===== config.mk =====
export PLATFORM = sky130hd
export DESIGN_NAME = dmix_top
export DESIGN_NICKNAME = d
export VERILOG_FILES = /design/src/ctl_pkg.sv /design/src/audio_pkg.sv /design/src/sample_if.sv /design/src/dmix_top.sv /design/src/dac_drv.sv /design/src/mixer.sv /design/src/sample_ringbuf.sv /design/src/spdif_dai.sv
export VERILOG_INCLUDE_DIRS = /design/src /design/src/src
export SDC_FILE = /design/constraint.sdc
export NUM_CORES = 2
export LEC_CHECK = 0
export ABC_AREA = 1
export BUFFER_PORTS_ARGS = -buffer_cell sky130_fd_sc_hd__buf_2
export CAP_MARGIN = 20
export CORE_ASPECT_RATIO = 1.1
export CORE_MARGIN = 3
export CORE_UTILIZATION = 40
export CTS_CLUSTER_DIAMETER = 50
export CTS_CLUSTER_SIZE = 16
export DETAILED_ROUTE_END_ITERATION = 12
export SLEW_MARGIN = 20
export SYNTH_ARGS = -nofsm -noshare
export SYNTH_HDL_FRONTEND = slang
export SYNTH_HIERARCHICAL = 1
export SYNTH_SLANG_ARGS = --single-unit

===== constraint.sdc =====
create_clock -name clk245760 -period 8.67 [get_ports clk245760]
set_input_delay 0.867 -clock clk245760 [delete_from_list [all_inputs] [get_ports clk245760]]
set_output_delay 0.867 -clock clk245760 [all_outputs]
set_load 0.05 [all_outputs]

===== src/dmix_defines.svh =====
`ifndef DMIX_DEFINES_SVH
`define DMIX_DEFINES_SVH

// audio sample width
`define SAMPLE_W 24

// gain width, unsigned 8.8 so 256 is unity
`define GAIN_W 16

// ring address bits, 8 entries per channel
`define RING_AW 3

// clocks per biphase half cell at 48 kHz
`define HALF_CELL 4

// clocks from external reset release to datapath release
`define RST_DELAY 112

`endif

===== src/ctl_pkg.sv =====
package ctl_pkg;

    // biphase decoder phases
    // hunting for a 3 half cell run, inside a preamble, or in data slots
    typedef enum logic [1:0] {
        DAI_HUNT,
        DAI_PRE,
        DAI_BITS
    } dai_state_t;

    // I2S word fetch sequence
    typedef enum logic [1:0] {
        DAC_IDLE,
        DAC_FETCH,
        DAC_SHIFT
    } dac_state_t;

endpackage


===== src/audio_pkg.sv =====
`include "dmix_defines.svh"

package audio_pkg;

    // signed two's complement audio sample
    typedef logic signed [`SAMPLE_W-1:0] sample_t;

    // unsigned 8.8 gain
    typedef logic [`GAIN_W-1:0] gain_t;

    // two sample-by-gain products plus carry into the sum
    typedef logic signed [`SAMPLE_W+`GAIN_W+1:0] mix_acc_t;

    // ring index with wrap bit on top
    typedef logic [`RING_AW:0] ring_ptr_t;

endpackage


===== src/sample_if.sv =====
`timescale 1ns/1ps

// pop/ack sample link
// consumer pulses a pop, producer answers one cycle later with ack and data
interface sample_if;
    logic               pop_l;
    logic               pop_r;
    logic               ack_l;
    logic               ack_r;
    audio_pkg::sample_t data;

    modport producer (
        input  pop_l,
        input  pop_r,
        output ack_l,
        output ack_r,
        output data
    );

    modport consumer (
        output pop_l,
        output pop_r,
        input  ack_l,
        input  ack_r,
        input  data
    );
endinterface


===== src/dmix_top.sv =====
`timescale 1ns/1ps
`include "dmix_defines.svh"

module dmix_top (
    input  logic               clk245760,
    input  logic               rst,
    input  logic               spdif_a_i,
    input  logic               spdif_b_i,
    input  logic [`GAIN_W-1:0] gain_a_i,
    input  logic [`GAIN_W-1:0] gain_b_i,
    output logic               dac_sck_o,
    output logic               dac_bck_o,
    output logic               dac_lrck_o,
    output logic               dac_data_o,
    output logic               led_o
);
    localparam int RC_W = $clog2(`RST_DELAY + 1);

    logic [RC_W-1:0]    rst_cnt;
    logic               rst_dp;
    audio_pkg::sample_t smp_a;
    audio_pkg::sample_t smp_b;
    logic               stb_a;
    logic               stb_b;
    logic               chan_a;
    logic               chan_b;
    logic               lock_a;
    logic               lock_b;

    // one link per buffer lane, one into the DAC driver
    sample_if lnk_al ();
    sample_if lnk_ar ();
    sample_if lnk_bl ();
    sample_if lnk_br ();
    sample_if lnk_mix ();

    // datapath held in reset for RST_DELAY clocks after rst falls
    always_ff @(posedge clk245760) begin
        if (rst) begin
            rst_cnt <= '0;
            rst_dp  <= 1'b1;
        end else if (rst_cnt != RC_W'(`RST_DELAY)) begin
            rst_cnt <= rst_cnt + 1'b1;
        end else begin
            rst_dp <= 1'b0;
        end
    end

    // input a
    spdif_dai dai_a (
        .clk245760 (clk245760),
        .rst       (rst_dp),
        .signal_i  (spdif_a_i),
        .sample_o  (smp_a),
        .stb_o     (stb_a),
        .chan_o    (chan_a),
        .locked_o  (lock_a)
    );

    // chan 1 is left
    sample_ringbuf rb_al (
        .clk245760 (clk245760),
        .rst       (rst_dp),
        .we_i      (stb_a & chan_a),
        .data_i    (smp_a),
        .rd        (lnk_al.producer)
    );

    sample_ringbuf rb_ar (
        .clk245760 (clk245760),
        .rst       (rst_dp),
        .we_i      (stb_a & ~chan_a),
        .data_i    (smp_a),
        .rd        (lnk_ar.producer)
    );

    // input b
    spdif_dai dai_b (
        .clk245760 (clk245760),
        .rst       (rst_dp),
        .signal_i  (spdif_b_i),
        .sample_o  (smp_b),
        .stb_o     (stb_b),
        .chan_o    (chan_b),
        .locked_o  (lock_b)
    );

    sample_ringbuf rb_bl (
        .clk245760 (clk245760),
        .rst       (rst_dp),
        .we_i      (stb_b & chan_b),
        .data_i    (smp_b),
        .rd        (lnk_bl.producer)
    );

    sample_ringbuf rb_br (
        .clk245760 (clk245760),
        .rst       (rst_dp),
        .we_i      (stb_b & ~chan_b),
        .data_i    (smp_b),
        .rd        (lnk_br.producer)
    );

    mixer mix (
        .clk245760 (clk245760),
        .rst       (rst_dp),
        .gain_a_i  (gain_a_i),
        .gain_b_i  (gain_b_i),
        .src_al    (lnk_al.consumer),
        .src_ar    (lnk_ar.consumer),
        .src_bl    (lnk_bl.consumer),
        .src_br    (lnk_br.consumer),
        .dst       (lnk_mix.producer)
    );

    dac_drv dac (
        .clk245760 (clk245760),
        .rst       (rst_dp),
        .src       (lnk_mix.consumer),
        .sck_o     (dac_sck_o),
        .bck_o     (dac_bck_o),
        .lrck_o    (dac_lrck_o),
        .data_o    (dac_data_o)
    );

    // lit only with both inputs locked
    assign led_o = lock_a & lock_b;
endmodule


===== src/dac_drv.sv =====
`timescale 1ns/1ps
`include "dmix_defines.svh"

module dac_drv (
    input  logic       clk245760,
    input  logic       rst,
    sample_if.consumer src,
    output logic       sck_o,
    output logic       bck_o,
    output logic       lrck_o,
    output logic       data_o
);
    // positions within a 256 clock half frame
    // pop 8 clocks before the lrck edge
    localparam logic [7:0] POP_AT = 8'd247;
    // MSB goes out one bck after the lrck edge
    localparam logic [7:0] LOAD_AT = 8'd7;
    // last audio bit has left, only padding follows
    localparam logic [7:0] DONE_AT = 8'(8 * (`SAMPLE_W + 1) - 1);

    ctl_pkg::dac_state_t state;
    logic [8:0]          fc;
    logic                bck_fall;
    audio_pkg::sample_t  hold;
    audio_pkg::sample_t  sr;

    // clock divider taps
    assign sck_o  = fc[0];
    assign bck_o  = fc[2];
    // low half is left
    assign lrck_o = fc[8];
    assign data_o = sr[`SAMPLE_W-1];

    // next edge takes bck low
    assign bck_fall = (fc[2:0] == 3'b111);

    always_ff @(posedge clk245760) begin
        if (rst) begin
            fc <= '0;
        end else begin
            fc <= fc + 9'd1;
        end
    end

    always_ff @(posedge clk245760) begin
        src.pop_l <= 1'b0;
        src.pop_r <= 1'b0;
        if (rst) begin
            state <= ctl_pkg::DAC_IDLE;
            sr    <= '0;
        end else begin
            case (state)
                ctl_pkg::DAC_IDLE: begin
                    if (fc[7:0] == POP_AT) begin
                        // fc[8] still names the half now playing
                        src.pop_l <= fc[8];
                        src.pop_r <= ~fc[8];
                        state     <= ctl_pkg::DAC_FETCH;
                    end
                end
                ctl_pkg::DAC_FETCH: begin
                    if (src.ack_l || src.ack_r) begin
                        state <= ctl_pkg::DAC_SHIFT;
                    end
                end
                ctl_pkg::DAC_SHIFT: begin
                    if (fc[7:0] == DONE_AT) begin
                        state <= ctl_pkg::DAC_IDLE;
                    end
                end
                default: state <= ctl_pkg::DAC_IDLE;
            endcase

            // data moves with bck falling, zeros pad the rest of the word
            if (bck_fall) begin
                if (state == ctl_pkg::DAC_SHIFT && fc[7:0] == LOAD_AT) begin
                    sr <= hold;
                end else begin
                    sr <= sr << 1;
                end
            end
        end
    end

    // latch the fetched word on its ack
    always_ff @(posedge clk245760) begin
        if (src.ack_l || src.ack_r) begin
            hold <= src.data;
        end
    end
endmodule


===== src/mixer.sv =====
`timescale 1ns/1ps
`include "dmix_defines.svh"

module mixer (
    input  logic             clk245760,
    input  logic             rst,
    input  audio_pkg::gain_t gain_a_i,
    input  audio_pkg::gain_t gain_b_i,
    sample_if.consumer       src_al,
    sample_if.consumer       src_ar,
    sample_if.consumer       src_bl,
    sample_if.consumer       src_br,
    sample_if.producer       dst
);
    // 8.8 gain, so drop the fraction after the sum
    localparam int GAIN_FRAC = `GAIN_W / 2;
    localparam longint SAT_HI = (64'sd1 <<< (`SAMPLE_W - 1)) - 1;
    localparam longint SAT_LO = -SAT_HI - 1;

    audio_pkg::sample_t  smp_a;
    audio_pkg::sample_t  smp_b;
    audio_pkg::mix_acc_t prod_a;
    audio_pkg::mix_acc_t prod_b;
    audio_pkg::mix_acc_t acc_q;
    audio_pkg::mix_acc_t scaled;
    logic                ack_l_q;
    logic                ack_r_q;

    // left pops reach both left lanes, right pops both right lanes
    assign src_al.pop_l = dst.pop_l;
    assign src_bl.pop_l = dst.pop_l;
    assign src_ar.pop_r = dst.pop_r;
    assign src_br.pop_r = dst.pop_r;
    // a lane is never asked for the other channel
    assign src_al.pop_r = 1'b0;
    assign src_bl.pop_r = 1'b0;
    assign src_ar.pop_l = 1'b0;
    assign src_br.pop_l = 1'b0;

    // pick the lane pair that answered this cycle
    assign smp_a = src_al.ack_l ? src_al.data : src_ar.data;
    assign smp_b = src_bl.ack_l ? src_bl.data : src_br.data;

    // sample sign-extends, gain zero-extends
    assign prod_a = audio_pkg::mix_acc_t'(smp_a) * audio_pkg::mix_acc_t'(gain_a_i);
    assign prod_b = audio_pkg::mix_acc_t'(smp_b) * audio_pkg::mix_acc_t'(gain_b_i);

    always_ff @(posedge clk245760) begin
        if (rst) begin
            ack_l_q <= 1'b0;
            ack_r_q <= 1'b0;
        end else begin
            ack_l_q <= src_al.ack_l;
            ack_r_q <= src_ar.ack_r;
        end
    end

    // product sum registered on the source ack
    always_ff @(posedge clk245760) begin
        if (src_al.ack_l || src_ar.ack_r) begin
            acc_q <= prod_a + prod_b;
        end
    end

    // answer lands two cycles after the pop
    assign dst.ack_l = ack_l_q;
    assign dst.ack_r = ack_r_q;

    assign scaled = acc_q >>> GAIN_FRAC;

    // clip to full scale
    always_comb begin
        if (scaled > SAT_HI) begin
            dst.data = {1'b0, {(`SAMPLE_W-1){1'b1}}};
        end else if (scaled < SAT_LO) begin
            dst.data = {1'b1, {(`SAMPLE_W-1){1'b0}}};
        end else begin
            dst.data = scaled[`SAMPLE_W-1:0];
        end
    end
endmodule


===== src/sample_ringbuf.sv =====
`timescale 1ns/1ps
`include "dmix_defines.svh"

module sample_ringbuf (
    input  logic               clk245760,
    input  logic               rst,
    input  logic               we_i,
    input  audio_pkg::sample_t data_i,
    sample_if.producer         rd
);
    localparam int DEPTH = 1 << `RING_AW;

    audio_pkg::sample_t   mem [DEPTH];
    audio_pkg::ring_ptr_t wr_ptr;
    audio_pkg::ring_ptr_t rd_ptr;
    logic                 empty;
    logic                 full;
    logic                 pop;
    logic                 push;

    // equal pointers mean nothing stored
    assign empty = (wr_ptr == rd_ptr);
    // same slot with different wrap bits means every slot taken
    assign full = (wr_ptr[`RING_AW-1:0] == rd_ptr[`RING_AW-1:0]) &&
                  (wr_ptr[`RING_AW] != rd_ptr[`RING_AW]);

    // new samples are dropped when full
    assign push = we_i && !full;
    // one lane serves whichever channel its consumer asks for
    assign pop = rd.pop_l | rd.pop_r;

    always_ff @(posedge clk245760) begin
        if (push) begin
            mem[wr_ptr[`RING_AW-1:0]] <= data_i;
        end
    end

    always_ff @(posedge clk245760) begin
        if (rst) begin
            wr_ptr   <= '0;
            rd_ptr   <= '0;
            rd.ack_l <= 1'b0;
            rd.ack_r <= 1'b0;
        end else begin
            // ack exactly one cycle after pop
            rd.ack_l <= rd.pop_l;
            rd.ack_r <= rd.pop_r;
            if (push) begin
                wr_ptr <= wr_ptr + 1'b1;
            end
            // underrun leaves the read side where it is
            if (pop && !empty) begin
                rd_ptr <= rd_ptr + 1'b1;
            end
        end
    end

    // head sample, zero on underrun
    always_ff @(posedge clk245760) begin
        if (pop) begin
            rd.data <= empty ? '0 : mem[rd_ptr[`RING_AW-1:0]];
        end
    end
endmodule


===== src/spdif_dai.sv =====
`timescale 1ns/1ps
`include "dmix_defines.svh"

module spdif_dai (
    input  logic               clk245760,
    input  logic               rst,
    input  logic               signal_i,
    output audio_pkg::sample_t sample_o,
    output logic               stb_o,
    output logic               chan_o,
    output logic               locked_o
);
    // legal run window in clocks
    localparam int RUN_MIN = `HALF_CELL - 1;
    localparam int RUN_MAX = 3 * `HALF_CELL + 1;
    // thresholds between 1, 2 and 3 half cell runs
    localparam int CUT_12 = `HALF_CELL + `HALF_CELL / 2;
    localparam int CUT_23 = 2 * `HALF_CELL + `HALF_CELL / 2;
    // 24 audio slots then V, U, C, P
    localparam logic [4:0] LAST_SLOT = 5'd27;

    ctl_pkg::dai_state_t state;
    logic [2:0]          sync;
    logic                trans;
    logic [4:0]          run_cnt;
    logic [1:0]          run_hc;
    logic                run_bad;
    logic [3:0]          pre_hc;
    logic [3:0]          pre_sum;
    logic [4:0]          slot;
    logic                half;
    logic                good_q;
    logic                bit_done;
    logic [27:0]         sub_sr;
    logic [27:0]         sub_nx;

    // any transition of the synchronised line ends a run
    assign trans = sync[2] ^ sync[1];

    // run length in half cells
    assign run_hc = (run_cnt < CUT_12) ? 2'd1 : (run_cnt < CUT_23) ? 2'd2 : 2'd3;

    // too long is caught while still running, so an idle line drops lock
    assign run_bad = (run_cnt > RUN_MAX) || (trans && (run_cnt < RUN_MIN));

    assign pre_sum = pre_hc + {2'b00, run_hc};

    // a slot ends on one long run or on the second short run
    assign bit_done = trans && (state == ctl_pkg::DAI_BITS) &&
                      ((run_hc == 2'd2 && !half) || (run_hc == 2'd1 && half));

    // slots enter at the top, so the first one ends up in bit 0
    assign sub_nx = {(run_hc == 2'd1), sub_sr[27:1]};

    always_ff @(posedge clk245760) begin
        stb_o <= 1'b0;
        if (rst) begin
            sync     <= '0;
            run_cnt  <= '0;
            state    <= ctl_pkg::DAI_HUNT;
            pre_hc   <= '0;
            slot     <= '0;
            half     <= 1'b0;
            good_q   <= 1'b0;
            locked_o <= 1'b0;
            chan_o   <= 1'b0;
        end else begin
            sync <= {sync[1:0], signal_i};

            // clocks since last transition, saturating
            if (trans) begin
                run_cnt <= 5'd1;
            end else if (run_cnt != '1) begin
                run_cnt <= run_cnt + 5'd1;
            end

            if (run_bad) begin
                state    <= ctl_pkg::DAI_HUNT;
                good_q   <= 1'b0;
                locked_o <= 1'b0;
            end else if (trans) begin
                case (state)
                    ctl_pkg::DAI_HUNT: begin
                        // only a preamble has a 3 half cell run
                        if (run_hc == 2'd3) begin
                            state  <= ctl_pkg::DAI_PRE;
                            pre_hc <= 4'd3;
                        end
                    end
                    ctl_pkg::DAI_PRE: begin
                        // second run is 1 for B, 3 for M, 2 for W
                        if (pre_hc == 4'd3) begin
                            chan_o <= (run_hc != 2'd2);
                        end
                        pre_hc <= pre_sum;
                        // every preamble spans 8 half cells
                        if (pre_sum == 4'd8) begin
                            state <= ctl_pkg::DAI_BITS;
                            slot  <= '0;
                            half  <= 1'b0;
                        end else if (pre_sum > 4'd8) begin
                            state <= ctl_pkg::DAI_HUNT;
                        end
                    end
                    ctl_pkg::DAI_BITS: begin
                        if (run_hc == 2'd3 || (run_hc == 2'd2 && half)) begin
                            // biphase violation inside the data slots
                            state  <= ctl_pkg::DAI_HUNT;
                            good_q <= 1'b0;
                        end else if (!bit_done) begin
                            half <= 1'b1;
                        end else begin
                            half <= 1'b0;
                            slot <= slot + 5'd1;
                            if (slot == LAST_SLOT) begin
                                state <= ctl_pkg::DAI_HUNT;
                                // even parity over slots 4 to 31
                                if (^sub_nx == 1'b0) begin
                                    good_q <= 1'b1;
                                    if (good_q) begin
                                        locked_o <= 1'b1;
                                    end
                                    if (locked_o) begin
                                        stb_o <= 1'b1;
                                    end
                                end else begin
                                    good_q <= 1'b0;
                                end
                            end
                        end
                    end
                    default: state <= ctl_pkg::DAI_HUNT;
                endcase
            end
        end
    end

    // subframe shifter and sample hold
    always_ff @(posedge clk245760) begin
        if (bit_done) begin
            sub_sr <= sub_nx;
        end
        if (bit_done && slot == LAST_SLOT) begin
            sample_o <= sub_nx[`SAMPLE_W-1:0];
        end
    end
endmodule


* After elaboration in Yosys (flattened, before gate mapping)
Memory sizes are Yosys's and may differ from the RTL's. A register that Yosys moved wholly into a read port is not among the register bits. Cells that the tools add are included.
Storage, ports and cells: bits in registers 299, RAM bits 768, input port bits 36, output and inout port bits 5, logic and storage cells 314, memories kept 4
Memories:
- rb_al.mem | depth 8, width 24, read ports 1, clocked after Yosys merged registers in 1, wr ports 1, line sample_ringbuf.sv:13 | audio_pkg::sample_t mem [DEPTH];
- rb_ar.mem | depth 8, width 24, read ports 1, clocked after Yosys merged registers in 1, wr ports 1, line sample_ringbuf.sv:13
- rb_bl.mem | depth 8, width 24, read ports 1, clocked after Yosys merged registers in 1, wr ports 1, line sample_ringbuf.sv:13
- rb_br.mem | depth 8, width 24, read ports 1, clocked after Yosys merged registers in 1, wr ports 1, line sample_ringbuf.sv:13
Cells by class: $add $sub $neg 17, multipliers 2, magnitude comparators 12, equality and inequality tests 56, mux-type cells 68, bitwise operators 26, reduce and logical (&&, ||, !) cells 82
Operators with widths (number):
- 24-bit 2-to-1 mux | 4
- 24-bit by 17-bit multiplier with 41-bit output | 2
- 28-bit XOR reduction | 2
- 42-bit adder | 1
- 34-bit by 24-bit greater-than comparator with 1-bit output (second input constant) | 1
- 34-bit by 24-bit less-than comparator with 1-bit output (second input constant) | 1
- 2-bit 2-to-1 mux | 17
- 4-bit by 1-bit adder with 4-bit output (second input constant) | 8
- 1-bit 2-to-1 mux | 30
- 5-bit 2-to-1 mux | 6
- 1-bit logical AND | 27
- 4-bit AND reduction | 6
- 5-bit by 1-bit adder with 5-bit output (second input constant) | 4
- 5-bit one-hot mux with 2 select lines | 2
- 5-bit AND reduction | 4
- 2-bit nonzero test | 10
- 1-bit NOT | 19
- 2-bit by 1-bit != test with 1-bit output (second input constant) | 9
- 2-bit one-hot mux with 3 select lines | 3
- 4-bit == test | 4
- 8-bit == test (second input constant) | 2
- 4-bit one-hot mux with 2 select lines | 2
- 8-bit OR reduction | 2
- 2-bit == test (second input constant) | 7
- other kinds (34) | 90

* Longest topological paths before layout
depth after elaboration 10, mapped depth 37, gate-level depth less buffers 35

* Cells and area by module
The synthesis kept the hierarchy.
Modules (own cells, without submodules):
- sample_ringbuf | instances 4, cells each 687, area each 8828.5 um2, seq. area each 6686.4 um2
- mixer | instances 1, cells each 3534, area each 30000.0 um2, seq. area each 1061.0 um2
- spdif_dai | instances 2, cells each 419, area each 3627.2 um2, seq. area each 2011.9 um2
- dac_drv | instances 1, cells each 295, area each 2576.2 um2, seq. area each 1461.4 um2
- dmix_top | instances 1, cells each 66, area each 424.2 um2, seq. area each 160.2 um2

* Least setup slack after synthesis
No wires, ideal clock.
kind in2reg, start input gain_a_i[4], end register mix.acc_q[40] (data pin), setup time 252 ps, arrival 7276 ps, data required time 8418 ps, setup slack 1141 ps, cell stages on the path 26, buffers on the path 1, path through clkbuf_1 -> clkinv_1 -> nor2_1 -> inv_1 -> fa_1 -> fa_1 -> inv_1 -> fa_1 -> inv_1 -> fa_1 -> inv_1 -> fa_1 -> fa_1 -> fa_1 -> inv_1 -> fa_1 -> inv_1 -> ha_1 -> a21oi_1 -> o21ai_0 -> a21oi_1 -> nor2_1 -> a211oi_1 -> nand2_1 -> nand2_1 -> nand2_1
On the way: cells in the longest elaborated chain, start to end 2
RTL lines:
- start: declaration | line dmix_top.sv:9 | input logic [`GAIN_W-1:0] gain_a_i,
- 24-bit by 17-bit multiplier with 41-bit output | line mixer.sv:45 | assign prod_a = audio_pkg::mix_acc_t'(smp_a) * audio_pkg::mix_acc_t'(gain_a_i);
- 42-bit adder | line mixer.sv:61 | acc_q <= prod_a + prod_b;
- end signal: assignment | line mixer.sv:61
- end: declaration | line mixer.sv:24 | audio_pkg::mix_acc_t acc_q;
No other way between the ends. A chain may end at the register's enable or synchronous reset.

* Worst setup path in the final report
start register rb_al.rd.ack_l, end register mix.acc_q[39] (data pin)
On the way: cells in the longest elaborated chain, start to end 3, elaborated cells on any way between the ends 5, those cells by class add/sub (1); mul (2); mux (2)
RTL lines:
- start: declaration | line sample_if.sv:15 | output ack_l,
- start signal: assignment | line sample_ringbuf.sv:46 | rd.ack_l <= rd.pop_l;
- 24-bit 2-to-1 mux (on tied branches)
- 24-bit by 17-bit multiplier with 41-bit output (on tied branches)
- 42-bit adder (*) | line mixer.sv:61
Mark *: on every way between the ends. The rest lies on a longest branch, timed or not.

==> metrics.yaml <==
grt:
  grt_pass1_wl_um: 308900
  grt_pass1_vias: 52340
  grt_max_degree: 101
  gr-usage-all-layers_pct: 20.89
  antenna_found_initial: 5
  grt-ovfl-total: 0
yosys:
  syn_avg_cell_area_um2: 10.10
  syn-cell-area_um2: 75430
  syn_inst: 7466
  ys.warnings.count: 6
place:
  port_buffers: 40
  gp_congestion: 0.9527
  hpwl_um: 146200
  place_inst: 9809
sta:
  setup_viol: 0
  tightest_slew_ns: 1.121
  fin_hold_ws_ns: 0.3287
  fin_crit_sh_pct: 95.19
  final-max-slew-violation-count: 0
  relSlewSlack_pct: 25.29
  max_freq_ghz: 0.1212
  setup_tns_ns: 0
  rsz0062_at_grt: "false"
  hold_viol_final: 0
  period_needed_ns: 8.253
  fin_skew_ns: 0.08398
finish:
  area_growth_pct: 9.169
  fin_cells: 10010
  num-nets-final: 8550
  drive_gt1_share_pct: 7.770
route:
  num_vias: 51180
  first_iter_violations: 4180
  ant_nets: 0
  drt_first_pass_iters: 9
  wl_um: 199400
  post_drt_wl_per_cell_um: 19.93
  via_per_inst: 5.115
  route.detailed.drc: 0
power:
  peakVddDrop_v: 0.0007119
  leakage_uw: 0.03586
  finalPower_uw: 28720
  power.density_nw_per_um2: 348.8
floorplan:
  dieArea_um2: 193800
  rows: 166
  fp.dieH_um: 461.5
  initial_core_util_pct: 40.40
  core_area_um2: 186700
  die_x_um: 420.0
  pin_count: 41
critical_path:
  path_class: "reg -> reg"
  end_kind: "flip-flop"
  critPathBufInv: 8
  crit_path_start_kind: "flip-flop"
  critPathTopFamily: "adder cells"
  cp_data_arrival_time_ns: 8.71
  crit_slowest_cell: "o21ai_2"
  crit_required_ns: 9.13
  cp_slowest_stage_delay_ns: 0.68
  crit_fanout: 26
  crit_path_frequent_cell: "fa_1"
clock_network:
  clockRootBuffer: "clkbuf_16"
  cts_tree: "done"
  clk_path_buf_depth: 3
  cts_resized: 0
  numCtsBuffers: 110
  cts_sinks: 1154
  path_clk_slew_ns: 0.06
  insertion_delay_ns: 0.79
  cts_setup_buffers: 0
  ctsHoldBuffers: 0
  h-tree-depth: 3
worst_hold_path:
  hold_path.class: "in -> reg"
job:
  drv_cap: 0
run_status:
  outcome: "complete, no violations"
## cell usage in the layout (no fill, tap or decap), types with 40 or more instances in the layout
| master | count |
|---|---|
| o211ai_1 | 96 |
| a21oi_1 | 120 |
| inv_1 | 1228 |
| nand2_1 | 1102 |
| buf_4 | 164 |
| clkbuf_16 | 111 |
| buf_2 | 40 |
| o21ai_0 | 437 |
| or2_2 | 53 |
| ha_1 | 194 |
| edfxtp_1 | 1024 |
| o22ai_1 | 96 |
| nand4_1 | 44 |
| nand3_1 | 113 |
| fa_1 | 835 |
| dfxtp_1 | 117 |
| nor2_1 | 1394 |
## power by group
group	total, uW	internal, uW	switching (uW)	leakage (uW)
logic	17200	5850	11300	0.0213
clock network	4940	2640	2290	0.00179
registers	6610	6610	6.92	0.0127
total	28700	15100	13600	0.0359
## worst reg2reg max path: cells and delay by family, from the launching register on
kind / cells / cell delay, ns
fa+ha+maj: 9 / 4.60
simple gates: 8 / 1.52
buf+inv: 8 / 0.88
compound gates: 1 / 0.69
flops: 1 / 0.32
## flip-flops by register name, summed over array words and instances (netlist names), 27 cells and up
register      count
rb_al/mem       192
rb_ar/mem       192
rb_bl/mem       192
rb_br/mem       192
mix/acc_q        34
dai_a/sub_sr     27
dai_b/sub_sr     27
## area by class of cell
class                      count  area, um2
fill                       17460     104400
multi-input combinational   4765      36030
sequential                  1154      33370
inverter                    1249       4701
tap                         2436       3048
clock buffer                 124       2826
timing repair buffer         205       1451
clock inverter                71      914.6
antenna                        2      5.005
## stage by stage
step                setup slack (ns)  util, %  area [um2]
finish                        0.4172    44.10       82350
global route                 0.03683    44.10       82350
CTS                           0.4338    44.10       82340
global placement              0.3662    42.10       78600
detailed placement            0.3909    42.10       78600
floorplan                      1.141        -       75440
## metal layers
metal / part of all wire (%) / track usage (%) / up-vias
li1: - / - / 23600
met5: 0.016 / 0 / -
met4: 3.3 / 7.137 / 4
met2: 51 / 36.44 / 1475
met3: 6.1 / 3.505 / 344
met1: 40 / 26.22 / 25750
## worst paths after layout
check / from / end / slack (ns) / cells after the start
hold reg to reg: dai_a/sync[0] / dai_a/sync[1] / 0.41 / 2
setup reg to reg: rb_al/rd.ack_l / mix/acc_q[39] / 0.42 / 26
hold / removal: spdif_a_i / dai_a/sync[0] / 0.33 / 3
setup / recovery: rb_al/rd.ack_l / mix/acc_q[39] / 0.42 / 26
Power figures use the tool's default switching activity.
